[src/hdl/phased_pkg.sv]
package phased_pkg;

  ////////////////////
  // array geometry.
  localparam int num_trans = 249;
  localparam int trans_idx_w = 8;

  // host side address widths.
  localparam int normal_addr_w = 9;    // page bit on top of the index.
  localparam int mod_word_addr_w = 14;
  localparam int mod_idx_w = 15;       // one more bit than the word address.

  localparam int byte_w = 8;   // intensity, phase, sample and duty.
  localparam int word_w = 16;  // one bram word.

  ////////////////////
  // plain vector types.
  typedef logic [trans_idx_w-1:0] trans_idx_t;
  typedef logic [normal_addr_w-1:0] normal_addr_t;
  typedef logic [mod_word_addr_w-1:0] mod_word_addr_t;
  typedef logic [mod_idx_w-1:0] mod_idx_t;
  typedef logic [byte_w-1:0] mod_sample_t;

  ////////////////////
  // bus structs.
  typedef struct packed {
    logic [byte_w-1:0] intensity;
    logic [byte_w-1:0] phase;
  } normal_word_t;

  typedef struct packed {
    logic en;
    normal_addr_t addr;
    normal_word_t data;
  } normal_wr_t;

  typedef struct packed {
    logic en;
    logic page;
    mod_word_addr_t addr;
    logic [word_w-1:0] data;  // low byte is the even sample.
  } mod_wr_t;

  typedef struct packed {
    logic valid;
    trans_idx_t idx;
    logic [byte_w-1:0] duty;
    logic [byte_w-1:0] phase;
  } drive_t;

endpackage

[src/hdl/drive_calc.sv]
`timescale 1ns/1ps

module drive_calc import phased_pkg::*; (
  input  logic         clk,
  input  logic         rst_n,
  input  logic         enable,
  input  trans_idx_t   scan_idx,
  input  normal_word_t normal_value,
  input  mod_sample_t  mod_value,
  output drive_t       drive
);

  logic              enable_q;
  trans_idx_t        idx_q;
  logic [word_w-1:0] product;

  // match the memory read latency.
  always_ff @(posedge clk or negedge rst_n) begin
    if (!rst_n) begin
      enable_q <= 1'b0;
      idx_q <= '0;
    end else begin
      enable_q <= enable;
      idx_q <= scan_idx;
    end
  end

  assign product = normal_value.intensity * mod_value;  // full 16 bit result.

  ////////////////////
  // output register.
  always_ff @(posedge clk or negedge rst_n) begin
    if (!rst_n) begin
      drive <= '0;
    end else begin
      drive.valid <= enable_q;
      drive.idx <= idx_q;
      drive.duty <= product[word_w-1:byte_w];  // top byte only.
      drive.phase <= normal_value.phase;
    end
  end

endmodule

[config.mk]
export PLATFORM = sky130hd
export DESIGN_NAME = drive_calc
export DESIGN_NICKNAME = d
export VERILOG_FILES = /design/src/hdl/phased_pkg.sv /design/src/hdl/drive_calc.sv
export SDC_FILE = /design/constraint.sdc
export NUM_CORES = 1
export LEC_CHECK = 0
export BUFFER_PORTS_ARGS = -buffer_cell sky130_fd_sc_hd__buf_2
export CELL_PAD_IN_SITES_DETAIL_PLACEMENT = 1
export CELL_PAD_IN_SITES_GLOBAL_PLACEMENT = 1
export CORE_ASPECT_RATIO = 1.4
export CORE_UTILIZATION = 35
export CTS_CLUSTER_SIZE = 24
export DETAILED_ROUTE_END_ITERATION = 7
export PLACE_DENSITY_LB_ADDON = 0.1
export SKIP_CTS_REPAIR_TIMING = 1
export SLEW_MARGIN = 10
export SYNTH_ARGS = -nofsm -noshare
export SYNTH_HDL_FRONTEND = slang
export SYNTH_SLANG_ARGS = --single-unit
[constraint.sdc]
create_clock -name clk -period 1.1 [get_ports clk]
set_clock_uncertainty 0.2 [all_clocks]
set_input_delay 0.055 -clock clk [delete_from_list [all_inputs] [get_ports clk]]
set_output_delay 0.055 -clock clk [all_outputs]
set_load 0.01 [all_outputs]
# == Word level (Yosys, flattened, before mapping) ==
# Index checks and enable logic that the tools add are counted.
# word_totals
output_inout_bits,25
input_bits,35
wordCells,7
ff_bits,34
# classes
mul,1
# op_table
cell,count
8-bit by 8-bit multiplier with 16-bit output,1

# == Depth between registers and ports, before layout ==
# depth
word_depth,1
depth_mapped,15

# == Worst setup path before layout ==
# No wires, ideal clock.
# synth_path
path_type,input to register
startpoint,input mod_value[4]
endpoint,register drive[13] (netlist name)
required_ns,0.820
t_arrival_ns,3.634
setup_time_ns,0.080
stages,13
setup_slack_ns,-2.814
path_cell_list,and2_1 -> fa_1 -> fa_1 -> inv_1 -> fa_1 -> inv_1 -> fa_1 -> ha_1 -> a21o_1 -> a21o_1 -> a221oi_4 -> mux2i_1 -> xnor2_1
# synth_between
elab_chain_cells,1
# synth_lines
element,line_no,source
from (decl),drive_calc.sv:9,"input mod_sample_t mod_value,"
8-bit by 8-bit multiplier with 16-bit output,drive_calc.sv:28,assign product = normal_value.intensity * mod_value;
net product[13],drive_calc.sv:15,logic [word_w-1:0] product;
to (decl),drive_calc.sv:10,output drive_t drive
# The timed path passes the listed nets, and every way through them passes these cells.

# == Final worst setup path ==
# Same ends and word-level chain as after synthesis.

==> metrics.txt <==
outcome complete, but fails checks; failing checks setup timing; Least-Margin Pin Slew 0.343 ns; CP top delay family adder cells; share of cells above drive strength 1 0.381; core area ~8000 µm²; crit end category flip-flop; Clock Tree Root clkbuf_8; R2R Setup Slk approximately 0.42 ns; most common cell after layout, fill and taps aside buf_2; Max clock buf depth 2; I/O pin cnt 60; final worst-path setup slack -2.47 ns; worst reg2reg startpoint idx_q[3]$_DFF_PN0_; nets 490; largest net degree at the start of global routing 35; Iteration-0 DRC Markers 33; antenna violations before repair 0; Initial Util 0.364; met2 usage 0.323; row cnt 38; Worst-Skew Late Latency roughly 0.27 ns; post-synthesis instance total ~250; CP Data Arrival Time ~3.6 ns; PortBufs 59; CTS tree built; Die X about 78 µm; Hold Worst Slack 0.0661 ns; gpl congestion around 0.76; # DRC 0; CP most frequent cell fa_1; Slew Viols, Final 0; DIE HEIGHT around 110 µm; vias in the first global route about 2400; DIE AREA between 8000 and 9000 µm²; commonest cells after routing, fill and taps aside buf_2, buf_4, and2_1; GR Util met3 0.00928; Worst R2R End drive[19]$_DFF_PN0_; Reg clk slew, reported paths 0.06 ns; Seq/Total Area, Yosys 0.300; Routed WL 6.73 mm; MaxCap Viol Count 0; Worst path max stage delay approximately 0.52 ns; post-route ant nets 0; gr usage total 0.165; Slew headroom 0.770; grt total ovfl 0; synthesized area approximately 2800 µm²; syn avg cell area ~11 µm²; Setup Viol. Count Final 8; Area growth syn-to-layout 44.3%; TritonCTS Buffers 5; startpoint types input pin; Syn Nets 357; f_max between 0.2 and 0.3 GHz; DR vias/cell approximately 4.6; Stages on worst setup path 14; Final TNS setup -18.99 ns; period utilisation layout 3.25; Worst path slowest cell fa_1; PD cells about 1800 nW/µm²; # diodes 0; clock sinks 34; Worst EP required between 1 and 1.5 ns; RSZ-0062 raised after global routing true; GRT busiest layer met2; Pre-Repair DR Iteration Count 4; Avg WL per Cell approximately 14 µm; Final min period about 3.6 ns; worst vdd ir between 0.8 and 0.9 mV; Lkg Pwr 2.10 nW; hpwl dp between 5 and 6 mm; met1 GRT Util 0.184; first-pass GRT wire length 10.7 mm; worst setup path start mod_value[4]; Worst Hold Class input pin to async pin; critical-path cell list buf_4, and2_4, fa_2, fa_1, inv_1, fa_1, inv_1, fa_1, ha_4, a21o_1, a21o_1, a221oi_4, mux2i_1, xnor2_1; synth warn 0; crit path capture drive[13]$_DFF_PN0_; synth unique cells 30; CP Buf/Inv Count 3; CP Class input pin to flip-flop; CTS H-tree depth 2; Reg2Reg Depth 0; final hold viol count 0; Critical Path Fanout Max 7; detailed-route via count about 2200; Seq cells post-synth 34
-- worst min-delay path: stages --
cell           delay, ns
dlygate4sd3_1       0.53
buf_2               0.12
buf_12              0.19
-- routing by layer --
metal  vias to the layer above  share of wire
li1                       1076              -
met1                      1098           0.39
met2                        59           0.56
met3                         6          0.031
met4                         0          0.015
met5                         -              0
-- cell families after synthesis --
family / count (synthesis) / synth area share
simple gates: 82 / 0.167
fa+ha+maj: 68 / 0.393
buf+inv: 36 / 0.0476
flops: 34 / 0.300
compound gates: 26 / 0.0679
xor+xnor: 7 / 0.0216
mux: 1 / 0.00353
-- where the power goes --
part           internal, mW  switching, mW
combinational          2.56           2.29
clock                 0.481          0.364
sequential             1.46         0.0548
total                  4.50           2.71
-- flip-flops by register name, summed over array words and instances, names as in the netlist --
register	cells
drive	25
enable_q	1
idx_q	8
-- metrics by stage --
step / std cells / utilization / area, µm² / worst slack [ns] / power [mW]
after global placement: 462 / 0.478 / 3730 / -2.76 / 5.96
after floorplan: 254 / - / 2930 / -2.52 / 4.38
after CTS: 468 / 0.489 / 3810 / -2.53 / 6.96
after detailed placement: 462 / 0.478 / 3730 / -2.82 / 6.06
after global routing: 486 / 0.525 / 4090 / -2.61 / 7.94
final: 486 / 0.525 / 4090 / -2.47 / 7.22
-- how the worst min path moves through the flow --
stage / startpoint / endpoint / slack (ns) / cells after the start
after floorplan: rst_n / drive[0]$_DFF_PN0_ / -0.44 / 0
after detailed placement: rst_n / drive[7]$_DFF_PN0_ / -0.18 / 2
after CTS: rst_n / drive[7]$_DFF_PN0_ / -0.48 / 2
final: rst_n / drive[7]$_DFF_PN0_ / 0.07 / 3
after global placement: rst_n / drive[7]$_DFF_PN0_ / -0.18 / 2
after global routing: rst_n / drive[7]$_DFF_PN0_ / 0.1 / 3
-- cell usage after synthesis --
cell type | instances | share of area
o21bai_1 | 1 | 0.0026
a211oi_1 | 2 | 0.0053
ha_1 | 33 | 0.15
and2_1 | 44 | 0.097
and2_2 | 5 | 0.013
a31oi_1 | 1 | 0.0022
inv_1 | 36 | 0.048
a21o_1 | 3 | 0.0079
a41oi_1 | 1 | 0.0031
o211ai_1 | 1 | 0.0026
xor2_1 | 3 | 0.0093
o21ai_0 | 5 | 0.0088
a221oi_4 | 1 | 0.0093
o21ai_1 | 1 | 0.0018
nand2_1 | 18 | 0.024
and3_1 | 2 | 0.0044
nor3_1 | 4 | 0.0071
dfrtp_1 | 34 | 0.30
a21oi_1 | 7 | 0.012
mux2i_1 | 1 | 0.0035
o21a_1 | 2 | 0.0053
xnor2_1 | 4 | 0.012
nor2_1 | 4 | 0.0053
nor2b_1 | 1 | 0.0022
nand3_2 | 1 | 0.0035
o21bai_4 | 1 | 0.0066
fa_1 | 35 | 0.25
nand3_1 | 1 | 0.0018
nand4b_2 | 1 | 0.0053
nor4b_1 | 1 | 0.0031
-- final cells by class --
type	count	area, µm²
Clock buffer	6	82.6
Fill cell	900	3700
Inverter	36	135
Multi-Input combinational cell	184	2010
Sequential cell	34	851
Tap cell	100	125
Timing Repair Buffer	126	895
Note: power is estimated with default switching activity, not from simulation.
