[src/hdl/phased_pkg.sv]
package phased_pkg;

  ////////////////////
  // array geometry.
  localparam int num_trans = 249;
  localparam int trans_idx_w = 8;

  // host side address widths.
  localparam int normal_addr_w = 9;    // page bit on top of the index.
  localparam int mod_word_addr_w = 14;
  localparam int mod_idx_w = 15;       // one more bit than the word address.

  localparam int byte_w = 8;   // intensity, phase, sample and duty.
  localparam int word_w = 16;  // one bram word.

  ////////////////////
  // plain vector types.
  typedef logic [trans_idx_w-1:0] trans_idx_t;
  typedef logic [normal_addr_w-1:0] normal_addr_t;
  typedef logic [mod_word_addr_w-1:0] mod_word_addr_t;
  typedef logic [mod_idx_w-1:0] mod_idx_t;
  typedef logic [byte_w-1:0] mod_sample_t;

  ////////////////////
  // bus structs.
  typedef struct packed {
    logic [byte_w-1:0] intensity;
    logic [byte_w-1:0] phase;
  } normal_word_t;

  typedef struct packed {
    logic en;
    normal_addr_t addr;
    normal_word_t data;
  } normal_wr_t;

  typedef struct packed {
    logic en;
    logic page;
    mod_word_addr_t addr;
    logic [word_w-1:0] data;  // low byte is the even sample.
  } mod_wr_t;

  typedef struct packed {
    logic valid;
    trans_idx_t idx;
    logic [byte_w-1:0] duty;
    logic [byte_w-1:0] phase;
  } drive_t;

endpackage

[src/hdl/modulator.sv]
`timescale 1ns/1ps

// modulation sample index, one step per completed scan.
module modulator import phased_pkg::*; (
  input  logic     clk,
  input  logic     rst_n,
  input  logic     enable,
  input  logic     scan_wrap,
  input  mod_idx_t mod_cycle,
  output mod_idx_t mod_idx
);

  logic     at_last;
  mod_idx_t next_idx;

  assign at_last = (mod_idx == mod_cycle);

  // next sample, back to zero after the last one.
  always_comb begin
    if (at_last) begin
      next_idx = '0;
    end else begin
      next_idx = mod_idx + 1'b1;
    end
  end

  ////////////////////
  // sample index register.
  always_ff @(posedge clk or negedge rst_n) begin
    if (!rst_n) begin
      mod_idx <= '0;
    end else if (!enable) begin
      mod_idx <= '0;  // every run starts at sample 0.
    end else if (scan_wrap) begin
      mod_idx <= next_idx;
    end
  end

endmodule

[config.mk]
export PLATFORM = sky130hd
export DESIGN_NAME = modulator
export DESIGN_NICKNAME = d
export VERILOG_FILES = /design/src/hdl/phased_pkg.sv /design/src/hdl/modulator.sv
export SDC_FILE = /design/constraint.sdc
export NUM_CORES = 1
export LEC_CHECK = 0
export ABC_AREA = 1
export BUFFER_PORTS_ARGS = -buffer_cell sky130_fd_sc_hd__buf_4
export CORE_ASPECT_RATIO = 0.6
export CORE_MARGIN = 2
export CORE_UTILIZATION = 45
export CTS_CLUSTER_DIAMETER = 200
export CTS_CLUSTER_SIZE = 40
export DETAILED_ROUTE_END_ITERATION = 8
export GPL_TIMING_DRIVEN = 0
export PLACE_DENSITY_LB_ADDON = 0.08
export SYNTH_ARGS = -nofsm -noshare
export SYNTH_HDL_FRONTEND = slang
export SYNTH_SLANG_ARGS = --single-unit
[constraint.sdc]
create_clock -name clk -period 2.5 [get_ports clk]
set_input_delay 0.125 -clock clk [delete_from_list [all_inputs] [get_ports clk]]
set_output_delay 0.125 -clock clk [all_outputs]
set_load 0.01 [all_outputs]
# Yosys cells after proc, flatten, opt, wreduce, memory -nomap -nowiden
# Index checks and enable logic that the tools add are counted.
dict set report totals {
  input_bits 19
  register_bits 15
  out_inout_bits 15
}
dict set report classes {
  n_mux 3
  add_sub_neg 1
  eq_ne 2
}
# cell count
set ops {}
lappend ops {{$mux 15} 3}
lappend ops {{$add 15x1->15 const B} 1}
lappend ops {{$eq 15x15->1} 1}
lappend ops {{$ne 2x1->1 const B} 1}

# Longest topological paths before layout
dict set report logic_depth {
  word_depth 4
  mapped_depth 9
  depth_no_buf 9
}

# Worst setup path before layout
# OpenSTA, ideal clock, no wires.
dict set report synth_timing {
  path_kind {register to register}
  start {register mod_idx[1]}
  end {register mod_idx[8]}
  setup_slack_ns 1.137
  path_stages_with_launch 8
  t_required_ns 2.377
  period_less_slack_ns 1.363
  path_buffers 0
  t_arrival_ns 1.240
  path_cell_list {dfrtp_1 > ha_1 > nand3_1 > nor2_2 > nand2_1 > nor2_2 > xor2_1 > a21oi_1}
}
dict set report synth_between {
  elab_chain_cells 4
  word_cells_on_any_way 5
  classes_between {add/sub (1); eq/ne (1); mux (3)}
}
# element line_no
set synth_lines {}
lappend synth_lines {{from (decl)} modulator.sv:10} ;# output mod_idx_t mod_idx
lappend synth_lines {{from (signal assigned)} modulator.sv:35} ;# mod_idx <= next_idx;
lappend synth_lines {{$add 15x1->15 or $eq 15x15->1 (tied branches)} {modulator.sv:23, modulator.sv:16}}
lappend synth_lines {{$mux 15 (*)} modulator.sv:20} ;# if (at_last) begin
lappend synth_lines {{$mux 15 (*)} modulator.sv:34} ;# end else if (scan_wrap) begin
lappend synth_lines {{$mux 15 (*)} modulator.sv:32} ;# end else if (!enable) begin
# Every way passes the cells marked *; elsewhere a longest branch is shown, timed or not. The select of a mux whose other input is x is not followed.
# A chain may end at the register's enable or synchronous reset.

# Final worst setup path
# Same ends and word-level chain as after synthesis.

==> flow_summary.yaml <==
run_status:
  outcome: "finished, final reports clean"
drt:
  viasPerCell: 4.696
  initialDrtViolationCount: 39
  wl_per_cell_um: 11.44
  drt_wl_total_mm: 2.859
  dr_total_vias: 1174
  ant_nets: 0
  drc: 0
  first_pass_iters: 4
clock_tree:
  clk_path_buf_depth: 2
  insertion_delay_ns: 0.25
  clk_pin_slew_ns: 0.06
  clkSinkCount: 15
  numCtsBuffers: 3
  cts_tree: "built"
  cts_setup_buffers: 0
  clockRootBuffer: "clkbuf_8"
  htree_levels: 1
synthesis:
  synth_top_area_share_pct: 31.55
  syn-num-nets: 200
  synthTopCellsByArea: "dfrtp_1 32%, nand2_1 19%, xor2_1 8.1%, inv_1 7.9%, nor2_1 5.4%"
  synth_area_sq_um: 1190
  avgSynthCellArea_sq_um: 6.611
  synth-warning-count: 0
  synthCells: 180
  yosysTopAreaCell: "dfrtp_1"
  ys_types: 21
  ys_seq_elements: 15
  synth-seq-area-share_pct: 31.55
power:
  power.density_nw_per_um2: 423.3
  p_leak_nw: 0.7770
  peakVddDrop_mv: 0.3083
worst_setup_path:
  critPathMostFrequentCell: "nor2_2"
  crit_path_top_delay_cell: "dfrtp_1"
  regToRegStartpoint: "mod_idx[1]$_DFFE_PN0P_"
  critPathKind: "reg -> reg"
  r2r_end: "mod_idx[8]$_DFFE_PN0P_"
  max_stage_delay_ns: 0.45
  r2r_setup_slack_ns: 0.98
  cp_max_fo: 5
  arrival_ns: 1.66
  worstPathRequired_ns: 2.64
  path_cells: "ha_1, nand3_1, nor2_2, nand2_1, nor2_2, xor2_1, a21oi_1"
  end_kind: "flip-flop"
  crit_path_start_kind: "flip-flop"
  rr_worst_depth: 7
sta:
  max_freq_ghz: 0.6572
  min_period_over_period_pct: 60.87
  final-max-slew-violation-count: 0
  hold_violations: 0
  slew_headroom_pct: 82.12
  tightest_slew_ns: 0.2683
  finClkSkew_ns: 0.002923
  setup_slack_ns: 0.9784
  rsz0062_at_grt: "no"
  setup_viol_count_final: 0
  min_period_ns: 1.522
  setup_tns_ns: 0
layout:
  largest_reg_flops: 15
  layout-drive-gt1-share_pct: 30.28
  layout_common_cells: "61 x nand2_1, 34 x buf_4, 25 x inv_1"
  largest_register: "mod_idx"
  reg.largest.list: "mod_idx x15"
  nets: 239
  syn_to_final_growth_pct: 28.92
  final_common_cell: "nand2_1"
  diodes: 0
  stdcell_area_sq_um: 1534
  final_core_util_pct: 61.24
global_routing:
  grt_util_all_layers_pct: 20.95
  grt.overflow.total: 0
  grt_max_degree: 16
  grt_pass1_vias: 1086
  grt_first_pass_wirelength_mm: 4.899
  antenna_found_initial: 0
placed_design:
  dp_slack_ns: 0.9844
  dpl.hpwl_mm: 2.260
  io_buffers: 33
  place_congestion: 0.8398
  dpl-instance-area_sq_um: 1478
floorplanning:
  fp.dieW_um: 70.39
  core_sq_um: 2505
  rows: 14
  boundaryPins: 34
  die-area_sq_um: 3085
  start_util_pct: 47.50
  die_h_um: 43.83
hold_path:
  holdCritStartpoint: "enable"
  hold_depth: 3
  hold_class: "in -> reg"
  min_to: "mod_idx[5]$_DFFE_PN0P_"
run:
  maxCapViolCount: 0
==> cell usage after synthesis <==
library cell   n
a21oi_2        2
inv_1         25
o21ai_0        1
dfrtp_1       15
nand2_2        4
o21ai_2        6
a21oi_1        6
nand2_1       61
nor2_1        17
nor3_1         2
nand2_4        2
xor2_1        11
ha_1           1
nor2_2         5
nand4_1        1
xnor2_1        2
buf_4          1
nor2_4         2
o21ai_1        1
inv_2          7
nand3_1        8
==> worst max path at each step <==
stage,startpoint,end,slack (ns),cells past startpoint
after floorplan,mod_idx[1]$_DFFE_PN0P_,mod_idx[8]$_DFFE_PN0P_,1.14,7
after global placement,mod_idx[1]$_DFFE_PN0P_,mod_idx[8]$_DFFE_PN0P_,1.04,7
after detailed placement,mod_idx[1]$_DFFE_PN0P_,mod_idx[8]$_DFFE_PN0P_,0.98,7
after CTS,mod_idx[1]$_DFFE_PN0P_,mod_idx[8]$_DFFE_PN0P_,0.97,7
after global routing,mod_idx[1]$_DFFE_PN0P_,mod_idx[8]$_DFFE_PN0P_,0.91,7
final,mod_idx[1]$_DFFE_PN0P_,mod_idx[8]$_DFFE_PN0P_,0.98,7
==> per-stage QoR <==
step | cells | hold WS [ns] | power, mW
3_3_place_gp | 245 | -0.004446 | 0.4479
3_5_place_dp | 245 | -0.004139 | 0.4518
6_report | 250 | 0.2069 | 0.6493
4_1_cts | 250 | 0.2037 | 0.6536
2_1_floorplan | 180 | -0.1706 | 0.3722
5_1_grt | 250 | 0.2061 | 0.6876
==> kinds of logic after synthesis <==
logic type               share of synthesized area [%]
AND/OR/NAND/NOR                                  37.85
buffers and inverters                            10.73
flip-flops                                       31.55
adder cells (fa/ha/maj)                          1.051
XOR/XNOR                                         9.569
AO/OA/AOI/OAI                                    9.253
==> per-layer routing <==
layer  vias to the layer above  global-route usage (%)  share of wire [%]
li1                        613                       -                  -
met1                       526                   29.00                 50
met2                        30                   31.70                 41
met3                         5                   6.279                6.9
met4                         0                   6.923                1.4
met5                         -                       0                  0
==> layout make-up <==
type | instances | area [sq um]
well taps | 32 | 40.04
plain buffers | 1 | 7.507
clock buffers | 3 | 41.29
repair buffers | 34 | 257.7
flip-flops and latches | 15 | 375.4
multi-input cells | 132 | 686.9
fillers | 242 | 970.9
clock inverters | 1 | 5.005
inverters | 32 | 120.1
==> power breakdown <==
group          total [mW]  switching [mW]  internal [mW]  leakage, nW
Clock               0.202          0.0915          0.111       0.0255
Sequential          0.284          0.0262          0.258        0.207
Combinational       0.163          0.0892         0.0740        0.544
==> what timing repair did <==
action | 4_1_cts | 5_1_grt
resized for setup | 0 | 0
endpoints found under the hold margin | 15 | 0
hold buffers | 1 | 0
==> worst max-delay path: cells and delay by family, from the launching register on <==
family / cells / cell delay [ns]
simple gates: 4 / 0.52
flops: 1 / 0.45
fa+ha+maj: 1 / 0.23
xor+xnor: 1 / 0.15
compound gates: 1 / 0.06
(Power assumes the default switching activity.)
