--- config.mk ---
export PLATFORM = sky130hd
export DESIGN_NAME = trans_scanner
export DESIGN_NICKNAME = d
export VERILOG_FILES = /design/src/hdl/phased_pkg.sv /design/src/hdl/trans_scanner.sv
export SDC_FILE = /design/constraint.sdc
export NUM_CORES = 1
export LEC_CHECK = 0
export ABC_CLOCK_PERIOD_IN_PS = 2800
export BUFFER_PORTS_ARGS = -buffer_cell sky130_fd_sc_hd__buf_4
export CAP_MARGIN = 20
export CELL_PAD_IN_SITES_DETAIL_PLACEMENT = 0
export CELL_PAD_IN_SITES_GLOBAL_PLACEMENT = 1
export CORE_AREA = 2 2 39 41
export DETAILED_ROUTE_END_ITERATION = 6
export DIE_AREA = 0 0 41 43
export PLACE_DENSITY = 0.76
export REMOVE_ABC_BUFFERS = 1
export SYNTH_ARGS = -nofsm -noshare
export SYNTH_HDL_FRONTEND = slang
export SYNTH_SLANG_ARGS = --single-unit
--- constraint.sdc ---
create_clock -name clk -period 2.8 [get_ports clk]
set_clock_uncertainty 0.05 [all_clocks]
set_input_delay 0.14 -clock clk [delete_from_list [all_inputs] [get_ports clk]]
set_output_delay 0.14 -clock clk [all_outputs]
set_load 0.1 [all_outputs]
--- src/hdl/phased_pkg.sv ---
package phased_pkg;

  ////////////////////
  // array geometry.
  localparam int num_trans = 249;
  localparam int trans_idx_w = 8;

  // host side address widths.
  localparam int normal_addr_w = 9;    // page bit on top of the index.
  localparam int mod_word_addr_w = 14;
  localparam int mod_idx_w = 15;       // one more bit than the word address.

  localparam int byte_w = 8;   // intensity, phase, sample and duty.
  localparam int word_w = 16;  // one bram word.

  ////////////////////
  // plain vector types.
  typedef logic [trans_idx_w-1:0] trans_idx_t;
  typedef logic [normal_addr_w-1:0] normal_addr_t;
  typedef logic [mod_word_addr_w-1:0] mod_word_addr_t;
  typedef logic [mod_idx_w-1:0] mod_idx_t;
  typedef logic [byte_w-1:0] mod_sample_t;

  ////////////////////
  // bus structs.
  typedef struct packed {
    logic [byte_w-1:0] intensity;
    logic [byte_w-1:0] phase;
  } normal_word_t;

  typedef struct packed {
    logic en;
    normal_addr_t addr;
    normal_word_t data;
  } normal_wr_t;

  typedef struct packed {
    logic en;
    logic page;
    mod_word_addr_t addr;
    logic [word_w-1:0] data;  // low byte is the even sample.
  } mod_wr_t;

  typedef struct packed {
    logic valid;
    trans_idx_t idx;
    logic [byte_w-1:0] duty;
    logic [byte_w-1:0] phase;
  } drive_t;

endpackage

--- src/hdl/trans_scanner.sv ---
`timescale 1ns/1ps

// walks the transducer indices, one per cycle, with no gap between scans.
module trans_scanner import phased_pkg::*; (
  input  logic       clk,
  input  logic       rst_n,
  input  logic       enable,
  output trans_idx_t scan_idx,
  output logic       scan_wrap
);

  logic last_idx;

  assign last_idx = (scan_idx == trans_idx_t'(num_trans - 1));

  ////////////////////
  // index counter.
  always_ff @(posedge clk or negedge rst_n) begin
    if (!rst_n) begin
      scan_idx <= '0;
    end else if (!enable) begin
      scan_idx <= '0;  // parked at the first element.
    end else if (last_idx) begin
      scan_idx <= '0;
    end else begin
      scan_idx <= scan_idx + 1'b1;
    end
  end

  // high during the last index of a running scan.
  assign scan_wrap = enable & last_idx;

endmodule

# Yosys cells after proc, flatten, opt, wreduce, memory -nomap -nowiden
# Index checks and enable logic that the tools add are counted.
# word_totals
out_inout_bits,9
inputBits,3
register_bits,8
# classes
muxes,2
n_addsub,1
eq_ne,1
bitwise_logic,1
# ops
operator,n
8-bit 2-to-1 mux,2
8-bit by 1-bit adder with 8-bit output (second input constant),1
8-bit equality test (second input constant),1
1-bit AND,1

# Depth between registers and ports, before layout
# Gate-level depths: netlist of the first run.
# logic_depth
word_depth,3
ltp_mapped,5
ltp_nobuf,5

# Worst setup path after synthesis of the first run
# Ideal clock, no wire load.
# synth_path
path_type,register to output
startpoint,register scan_idx[3]
endpoint,output port scan_wrap
required_time_ns,2.610
slack_ns,-0.736
arrival_time_ns,3.346
n_path_buf,0
path_stages_with_launch,3
cell_sequence,dfrtp_1 -> nand4_1 -> nor3_1
# synth_via
elab_chain_cells,2
# synth_lines
element,line_no,text
"start, declared",trans_scanner.sv:8,"output trans_idx_t scan_idx,"
"start signal, assigned",trans_scanner.sv:26,scan_idx <= scan_idx + 1'b1;
8-bit equality test,trans_scanner.sv:14,assign last_idx = (scan_idx == trans_idx_t'(num_trans - 1));
1-bit AND,trans_scanner.sv:31,assign scan_wrap = enable & last_idx;
"end, declared",trans_scanner.sv:9,output logic scan_wrap
# No other way between the ends.

# Final worst setup path of the first run
# layout_path
startpoint,register scan_idx[0]
endpoint,output port scan_wrap
# The elaborated chain is that of the path after synthesis.

==> results.toml, run 1 <==
[synthesis]
syn_area_sq_um = 413
ys_warn_count = 0
ys_seq_area_frac = 0.485
synthDistinctLibCells = 17
syn_avg_cell_area_sq_um = 9.18
synth-seq-cells = 8
synth_top_area_frac = 0.485
synthTopCellsByArea = "dfrtp_1 (48%), ha_1 (6.1%), nand3_1 (4.8%)"
synthCells = 45
yosys.area.top_type = "dfrtp_1"

[place]
gp_congestion = 0.705
io_buffers = 11
dp_hpwl_um = 604
dpl.cell_count = 72
postPlaceCellArea_sq_um = 515

[global_routing]
track_usage = 0.123
grt_first_pass_wirelength_um = 1400
grt.overflow.total = 0
grt_max_degree = 9
grt_pass1_vias = 326
antenna_found_initial = 0

[pwr]
clock_power_share = 0.293
total_power_w = 0.000299
p_leak_nw = 0.251
powerDensity_nw_per_um2 = 546
combPwrFrac = 0.268
peakVddDrop_v = 0.000211
p_sw_frac = 0.366
p_seq_frac = 0.438
netSwitchingPower_w = 0.000110
p_int_w = 0.000190

[die]
die_h_um = 43
rows = 14
die_area_sq_um = 1760
start_util = 0.298
core_area_sq_um = 1380
io_pins = 12
fp.dieW_um = 41

[cells_and_area]
nets = 67
final_common_cell = "buf_4"
largestRegisters = "scan_idx (8)"
stdcell_count = 76
final_design_area_no_fill_sq_um = 548
area_delta_synth_final_pct = 32.7
final_core_util = 0.396
diodes = 0
largest_reg_flops = 8
layout_common_cells = "buf_4 (11), dfrtp_1 (8), nand2_1 (5), inv_1 (5), nor2_1 (5)"
top_register = "scan_idx"
drive_gt1_frac = 0.250

[setup_path]
cp_top_family = "flip-flops"
r2r_cells = 5
r2r_end = "scan_idx[2]"
worst_setup_path_start_kind = "register"
cp_data_required_time_ns = 2.61
path_class = "register to output pin"
worstPathMaxFanout = 5
arrival_ns = 1.59
r2r_slack_ns = 1.36
cp-end-kind = "output pin"
crit_path_max_incr_delay_ns = 0.43
slowest_stage = "dfrtp_1"
cp_cell_sequence = "inv_1 > ha_1 > nand3b_1 > nor3_1 > buf_4"
critPathBufInv = 2
r2r_start = "scan_idx[0]"

[min_path]
hold_path.class = "input port to register"
holdPathEnd = "scan_idx[7]"
hold_path_depth = 3
min_from = "enable"

[timing]
tightest_slew_ns = 0.378
slew-limit-headroom = 0.746
rsz0062_at_grt = "no"
period_needed_ns = 1.78
setup_violations = 0
timing.fmax_mhz = 562
tns_ns = 0
hold_viol = 0
period_share = 0.635
drv_slew = 0

[clock_network]
cts_buffers = 3
cts-root-buf = "clkbuf_4"
cts_tree = "built"
post-cts-setup-buffers = 0
clk_pin_slew_worst_paths_ns = 0.05
clk_latency_ns = 0.25
cts_sinks = 8
ctsHtreeMaxLevel = 1
cts_buffer_depth = 2

[route]
drt_first_pass_iters = 4
wl_met1_um = 407
wl_met3_um = 62
drc_errors = 0
viasPerCell = 4.76
via_count = 362
dr_wl_met2_um = 353
wl_um = 838
routed.top_layer = "met4"
ant_nets = 0
wl_per_cell_um = 11.0
drt_first_iter_violations = 14

[outcome]
status = "finished clean"

[flow_run]
cap_violations = 0
cells by family after synthesis:
kind of cell,synth area share
AOI/OAI and AO/OA,0.0758
xor gates and xnor gates,0.0636
adders and majority gates,0.0606
buffers and inverters,0.0455
DFF,0.485
and+or+nand+nor,0.270
worst reg2reg max path, cell delays in order, from the launching register on:
cell and delay, ns:
dfrtp_1 0.43, inv_1 0.08, ha_1 0.16, nand3b_1 0.14, o21ai_1 0.36, nor2_1 0.09
how the worst max path moves through the flow:
stage | start | endpoint | slack (ns) | cells past startpoint
after detailed placement | scan_idx[0] | scan_wrap | 1.29 | 5
after global placement | scan_idx[0] | scan_wrap | 1.31 | 5
after floorplan | scan_idx[3] | scan_wrap | -0.74 | 2
after CTS | scan_idx[0] | scan_wrap | 1.01 | 5
final | scan_idx[0] | scan_wrap | 1.02 | 5
after global routing | scan_idx[0] | scan_wrap | 0.86 | 5
layout make-up:
class	instances	area, sq um
Multi-Input combinational cell	32	194
Timing Repair Buffer	12	92.6
Inverter	5	18.8
Fill cell	144	836
Clock buffer	3	22.5
Tap cell	16	20.0
Sequential cell	8	200
power groups by stage:
stage | Sequential [W] | Combinational, W | Clock (W)
after floorplan | 0.000177 | 0.0000156 | 0
after global placement | 0.000133 | 0.0000790 | 0
after detailed placement | 0.000133 | 0.0000794 | 0
after CTS | 0.000131 | 0.0000810 | 0.0000899
after global routing | 0.000132 | 0.0000858 | 0.000103
final | 0.000131 | 0.0000803 | 0.0000878
Yosys cell counts:
cell      instances
a31oi_1           3
dfrtp_1           8
ha_1              2
inv_1             5
nand2_1           5
nand2b_1          1
nand3_1           4
nand3_2           1
nand3b_1          1
nand4_1           1
nor2_1            5
nor3_1            1
o211ai_1          1
o21ai_1           1
or3_1             3
xnor2_1           1
xor2_1            2
metal layers:
metal,up-vias,global-route usage
li1,183,-
met1,161,0.155
met2,16,0.159
met3,2,0.0628
met4,0,0.0800
met5,-,0
through the flow:
step | setup slack, ns | hold slack [ns]
after floorplan | -0.736 | -0.206
after global placement | 1.31 | -0.0856
after detailed placement | 1.29 | -0.0822
after CTS | 1.01 | 0.148
after global routing | 0.863 | 0.154
final | 1.02 | 0.145
what timing repair did:
action                    4_1_cts  5_1_grt
hold buffers                    1        0
hold endpoints to repair        8        0
gates resized for setup         0        0
No activity file was read; power rests on OpenSTA's default activity.
==> run 2: changes to the inputs <==
- ABC_AREA: not set -> 1
- ABC_CLOCK_PERIOD_IN_PS: 2800 -> 1800
- PLACE_DENSITY: 0.76 -> 0.8
- clock period: 2.8 -> 1.8 ns (I/O delays scaled with it)
==> results.toml, run 2 <==
[outcome]
status = "finished clean"

[cells_and_area]
largestRegisters = "scan_idx (8)"
n_fill_cell = 137
drive_gt1_frac = 0.279
multi_input_area_sq_um = 206
top_register = "scan_idx"
register_area_sq_um = 200
nets = 75
largest_reg_flops = 8
layout_common_cells = "nor2_1 (10), buf_4 (10), inv_1 (9), nand2_1 (9), dfrtp_1 (8)"
area_delta_synth_final_pct = 31.5
diodes = 0

[setup_path]
critPathBufInv = 2
cp_common_cell = "nor2_1"
worstSetupStartpoint = "scan_idx[0]"
worst_setup_path_start_kind = "register"
cp_data_required_time_ns = 1.66
crit_path_max_incr_delay_ns = 0.42
cp_top_family = "flip-flops"
worstPathMaxFanout = 5
cp-end-kind = "output pin"
slowest_stage = "dfrtp_1"
cp_cell_sequence = "inv_1 > ha_1 > nand2_1 > nor2_1 > nand2_4 > nor2_1 > buf_6"
path_class = "register to output pin"
arrival_ns = 1.55
r2r_start = "scan_idx[0]"

[timing]
period_share = 0.939
drv_slew = 0
period_needed_ns = 1.69
holdWs_ns = 0.0709
setup_slack_ns = 0.111
setup_violations = 0
slew-limit-headroom = 0.816
tightest_slew_ns = 0.279
hold_viol = 0
rsz0062_at_grt = "no"
timing.fmax_mhz = 592

[clock_network]
cts_buffer_depth = 2
cts_sinks = 8
ctsHtreeMaxLevel = 1
clk_pin_slew_worst_paths_ns = 0.05
clk_latency_ns = 0.25
post-cts-setup-buffers = 0
cts-root-buf = "clkbuf_4"
cts_buffers = 3
cts_tree = "built"

[die]
die_h_um = 43
start_util = 0.318
core_area_sq_um = 1380
rows = 14
die_area_sq_um = 1760
fp.dieW_um = 41
io_pins = 12

[synthesis]
async_flop_share = 1.00
syn_avg_cell_area_sq_um = 8.31
synthDistinctLibCells = 14
yosysMostFrequentCell = "nor2_1"
synth_top_area_frac = 0.455
ys_warn_count = 0
synthTopCellsByArea = "dfrtp_1 (45%), nor2_1 (8.5%), inv_1 (7.7%)"
yosys.area.top_type = "dfrtp_1"
ys_seq_area_frac = 0.455
synth_edf_count = 0
syn_area_sq_um = 440
synthCells = 53
ys_top_cells_by_count = "nor2_1 (10), inv_1 (9), nand2_1 (9)"
yosys_most_used_dff = "dfrtp_1"
synth-seq-cells = 8

[global_routing]
antenna_found_initial = 0
grt_first_pass_wirelength_um = 1190
grt_max_degree = 9
grt.overflow.total = 0
track_usage = 0.106
grt_pass1_vias = 316

[route]
wl_per_cell_um = 8.82
drc_errors = 0
ant_nets = 0
wl_um = 741
via_count = 357
drt_first_pass_iters = 2
viasPerCell = 4.25
drt_first_iter_violations = 7

[pwr]
peakVddDrop_v = 0.000321
p_leak_nw = 0.311
powerDensity_nw_per_um2 = 698

[place]
io_buffers = 11
gp_congestion = 0.724
dpl_worst_slack_ns = 0.347
dp_hpwl_um = 592

[flow_run]
cap_violations = 0

[min_path]
hold_path.class = "input port to register"
min_from = "enable"
[run 2: stage by stage]
stage	cell area (sq um)	total power [W]	std cells	setup TNS, ns	utilization
2_1_floorplan	440	0.000253	53	-1.12	-
3_3_place_gp	543	0.000275	80	0	0.392
3_5_place_dp	543	0.000275	80	0	0.392
4_1_cts	576	0.000413	84	0	0.416
5_1_grt	579	0.000433	84	0	0.419
6_report	579	0.000405	84	0	0.419
[run 2: power breakdown]
group	internal, W	total [W]	switching, W
registers	0.000186	0.000193	0.00000768
logic	0.0000199	0.0000796	0.0000596
clock network	0.0000759	0.000132	0.0000558
[run 2: routing by layer]
layer,part of all wire,global-route usage,up-vias
met4,0.015,0.100,0
met2,0.47,0.141,6
met5,0,0,-
met3,0.028,0.0314,2
li1,-,-,189
met1,0.49,0.127,160
[run 2: final cells by class]
class | count | share of cell area
tap | 16 | 0.0346
timing repair buffer | 12 | 0.166
clock buffer | 3 | 0.0389
sequential | 8 | 0.346
inverter | 9 | 0.0583
multi-input combinational | 36 | 0.356
[run 2: path summary, 6_finish.rpt]
path,to,slack (ns),cells after the start
max in group asynchronous,scan_idx[3],1.43,2
min in group asynchronous,scan_idx[7],0.14,2
setup reg to reg,scan_idx[3],0.54,7
hold / removal,scan_idx[7],0.07,3
setup / recovery,scan_wrap,0.11,7
hold reg to reg,scan_idx[0],0.46,1
[run 2: what timing repair did]
item	4_1_cts	5_1_grt
hold buffers	1	0
hold endpoints to repair	8	0
resized for setup	0	1
endpoints found under the setup margin	0	1
[run 2: cells by family after synthesis]
logic type      after synthesis  share of synthesized area
compound gates                2                     0.0284
xor+xnor                      3                     0.0597
fa+ha+maj                     2                     0.0568
buf+inv                       9                     0.0767
flops                         8                      0.455
simple gates                 29                      0.324
[run 2: worst min-delay path, delay by kind of cell]
kind                   cells  cell delay, ns
buffers and inverters      1            0.13
AND/OR/NAND/NOR            2            0.12
==> run 3: changes to the inputs <==
- ABC_CLOCK_PERIOD_IN_PS: 1800 -> 2100
- clock period: 1.8 -> 2.1 ns (I/O delays scaled with it)
==> results.toml, run 3 (same netlist as run 2, synthesis figures left out) <==
[outcome]
status = "finished clean"

[timing]
period_share = 0.823
holdWs_ns = 0.0769
drv_slew = 0
tns_ns = 0
rsz0062_at_grt = "no"
setup_violations = 0
hold_viol = 0
timing.fmax_mhz = 579
tightest_slew_ns = 0.278
setup_slack_ns = 0.372
slew-limit-headroom = 0.816
period_needed_ns = 1.73

[cells_and_area]
largestRegisters = "scan_idx (8)"
nets = 75
diodes = 0
final_design_area_no_fill_sq_um = 576
drive_gt1_frac = 0.279
largest_reg_flops = 8
stdcell_count = 84
layout_common_cells = "buf_4 (11), nor2_1 (10), inv_1 (9), nand2_1 (9), dfrtp_1 (8)"
top_register = "scan_idx"
area_delta_synth_final_pct = 30.7
final_common_cell = "buf_4"

[clock_network]
ctsResizeCount = 0
cts_tree = "built"
cts_buffers = 3
ctsHtreeMaxLevel = 1
cts_hold_buf = 1
cts_buffer_depth = 2
cts_sinks = 8
clk_latency_ns = 0.26
cts-root-buf = "clkbuf_4"
post-cts-setup-buffers = 0
clk_pin_slew_worst_paths_ns = 0.05

[setup_path]
worstPathMaxFanout = 5
arrival_ns = 1.57
r2r_slack_ns = 0.84
cp_data_required_time_ns = 1.95
worst_setup_path_start_kind = "register"
r2r_end = "scan_idx[3]"
r2r_start = "scan_idx[0]"
path_class = "register to output pin"
r2r_cells = 7
cp-end-kind = "output pin"

[global_routing]
track_usage = 0.120
grt.busiest_layer = "met2"
antenna_found_initial = 0
grt_pass1_vias = 299
grt_util_met1 = 0.133
grt.overflow.total = 0
grt_first_pass_wirelength_um = 1280
gr-usage-met3 = 0.0314
grt_max_degree = 9
grtUsageMet2 = 0.159

[pwr]
p_seq_frac = 0.468
netSwitchingPower_w = 0.000112
p_int_w = 0.000242
combPwrFrac = 0.195
p_leak_nw = 0.310
powerDensity_nw_per_um2 = 614
p_sw_frac = 0.316
peakVddDrop_v = 0.000301
clock_power_share = 0.338

[die]
io_pins = 12
die_area_sq_um = 1760
start_util = 0.318
fp.dieW_um = 41
rows = 14
die_h_um = 43
core_area_sq_um = 1380

[min_path]
hold_path.class = "input port to register"
holdPathEnd = "scan_idx[7]"
hold_path_depth = 3
min_from = "enable"

[route]
drc_errors = 0
ant_nets = 0
wl_um = 820
viasPerCell = 4.45
via_count = 374
drt_first_pass_iters = 2
wl_per_cell_um = 9.76
drt_first_iter_violations = 9

[place]
io_buffers = 11
dpl.cell_count = 80
dpl_worst_slack_ns = 0.636
postPlaceCellArea_sq_um = 543
gp_congestion = 0.744
dp_hpwl_um = 602

[flow_run]
cap_violations = 0
[run 3: cell counts in the layout (fill, tap and decap cells not counted)]
No cell type changed its count.
[run 3: critical path: stages (launching register included)]
cell	delay [ns]
dfrtp_1	0.41
inv_1	0.09
ha_1	0.14
nand2_1	0.05
nor2_1	0.16
nand2_4	0.08
nor2_1	0.09
buf_4	0.29
[run 3: through the flow]
step / power (W) / util
after floorplan: 0.000217 / -
after global placement: 0.000235 / 0.392
after detailed placement: 0.000236 / 0.392
after CTS: 0.000361 / 0.416
after global routing: 0.000371 / 0.416
final: 0.000354 / 0.416
[run 3: worst max path at each step]
stage	slack [ns]	cells after the start	to	start
floorplan	-0.73	4	scan_wrap	scan_idx[3]
global placement	0.66	7	scan_wrap	scan_idx[0]
detailed placement	0.64	7	scan_wrap	scan_idx[0]
CTS	0.34	7	scan_wrap	scan_idx[0]
global route	0.21	7	scan_wrap	scan_idx[0]
finish	0.37	7	scan_wrap	scan_idx[0]
[run 3: layer usage]
| layer | share of wire | up-vias |
|---|---|---|
| met3 | 0.037 | 4 |
| met2 | 0.50 | 8 |
| met1 | 0.42 | 173 |
| li1 | - | 189 |
| met5 | 0 | - |
| met4 | 0.039 | 0 |
[run 3: final cells by class]
cell class	count	area, sq um
multi-input cells	36	206
clock buffers	3	22.5
flip-flops and latches	8	200
well taps	16	20.0
fillers	146	808
repair buffers	12	92.6
inverters	9	33.8
[run 3: power by group through the flow]
stage / logic (W) / registers (W) / clock network (W)
finish: 0.0000688 / 0.000165 / 0.000119
floorplan: 0.0000153 / 0.000202 / 0
global route: 0.0000735 / 0.000166 / 0.000131
global placement: 0.0000677 / 0.000168 / 0
detailed placement: 0.0000682 / 0.000168 / 0
CTS: 0.0000698 / 0.000165 / 0.000126
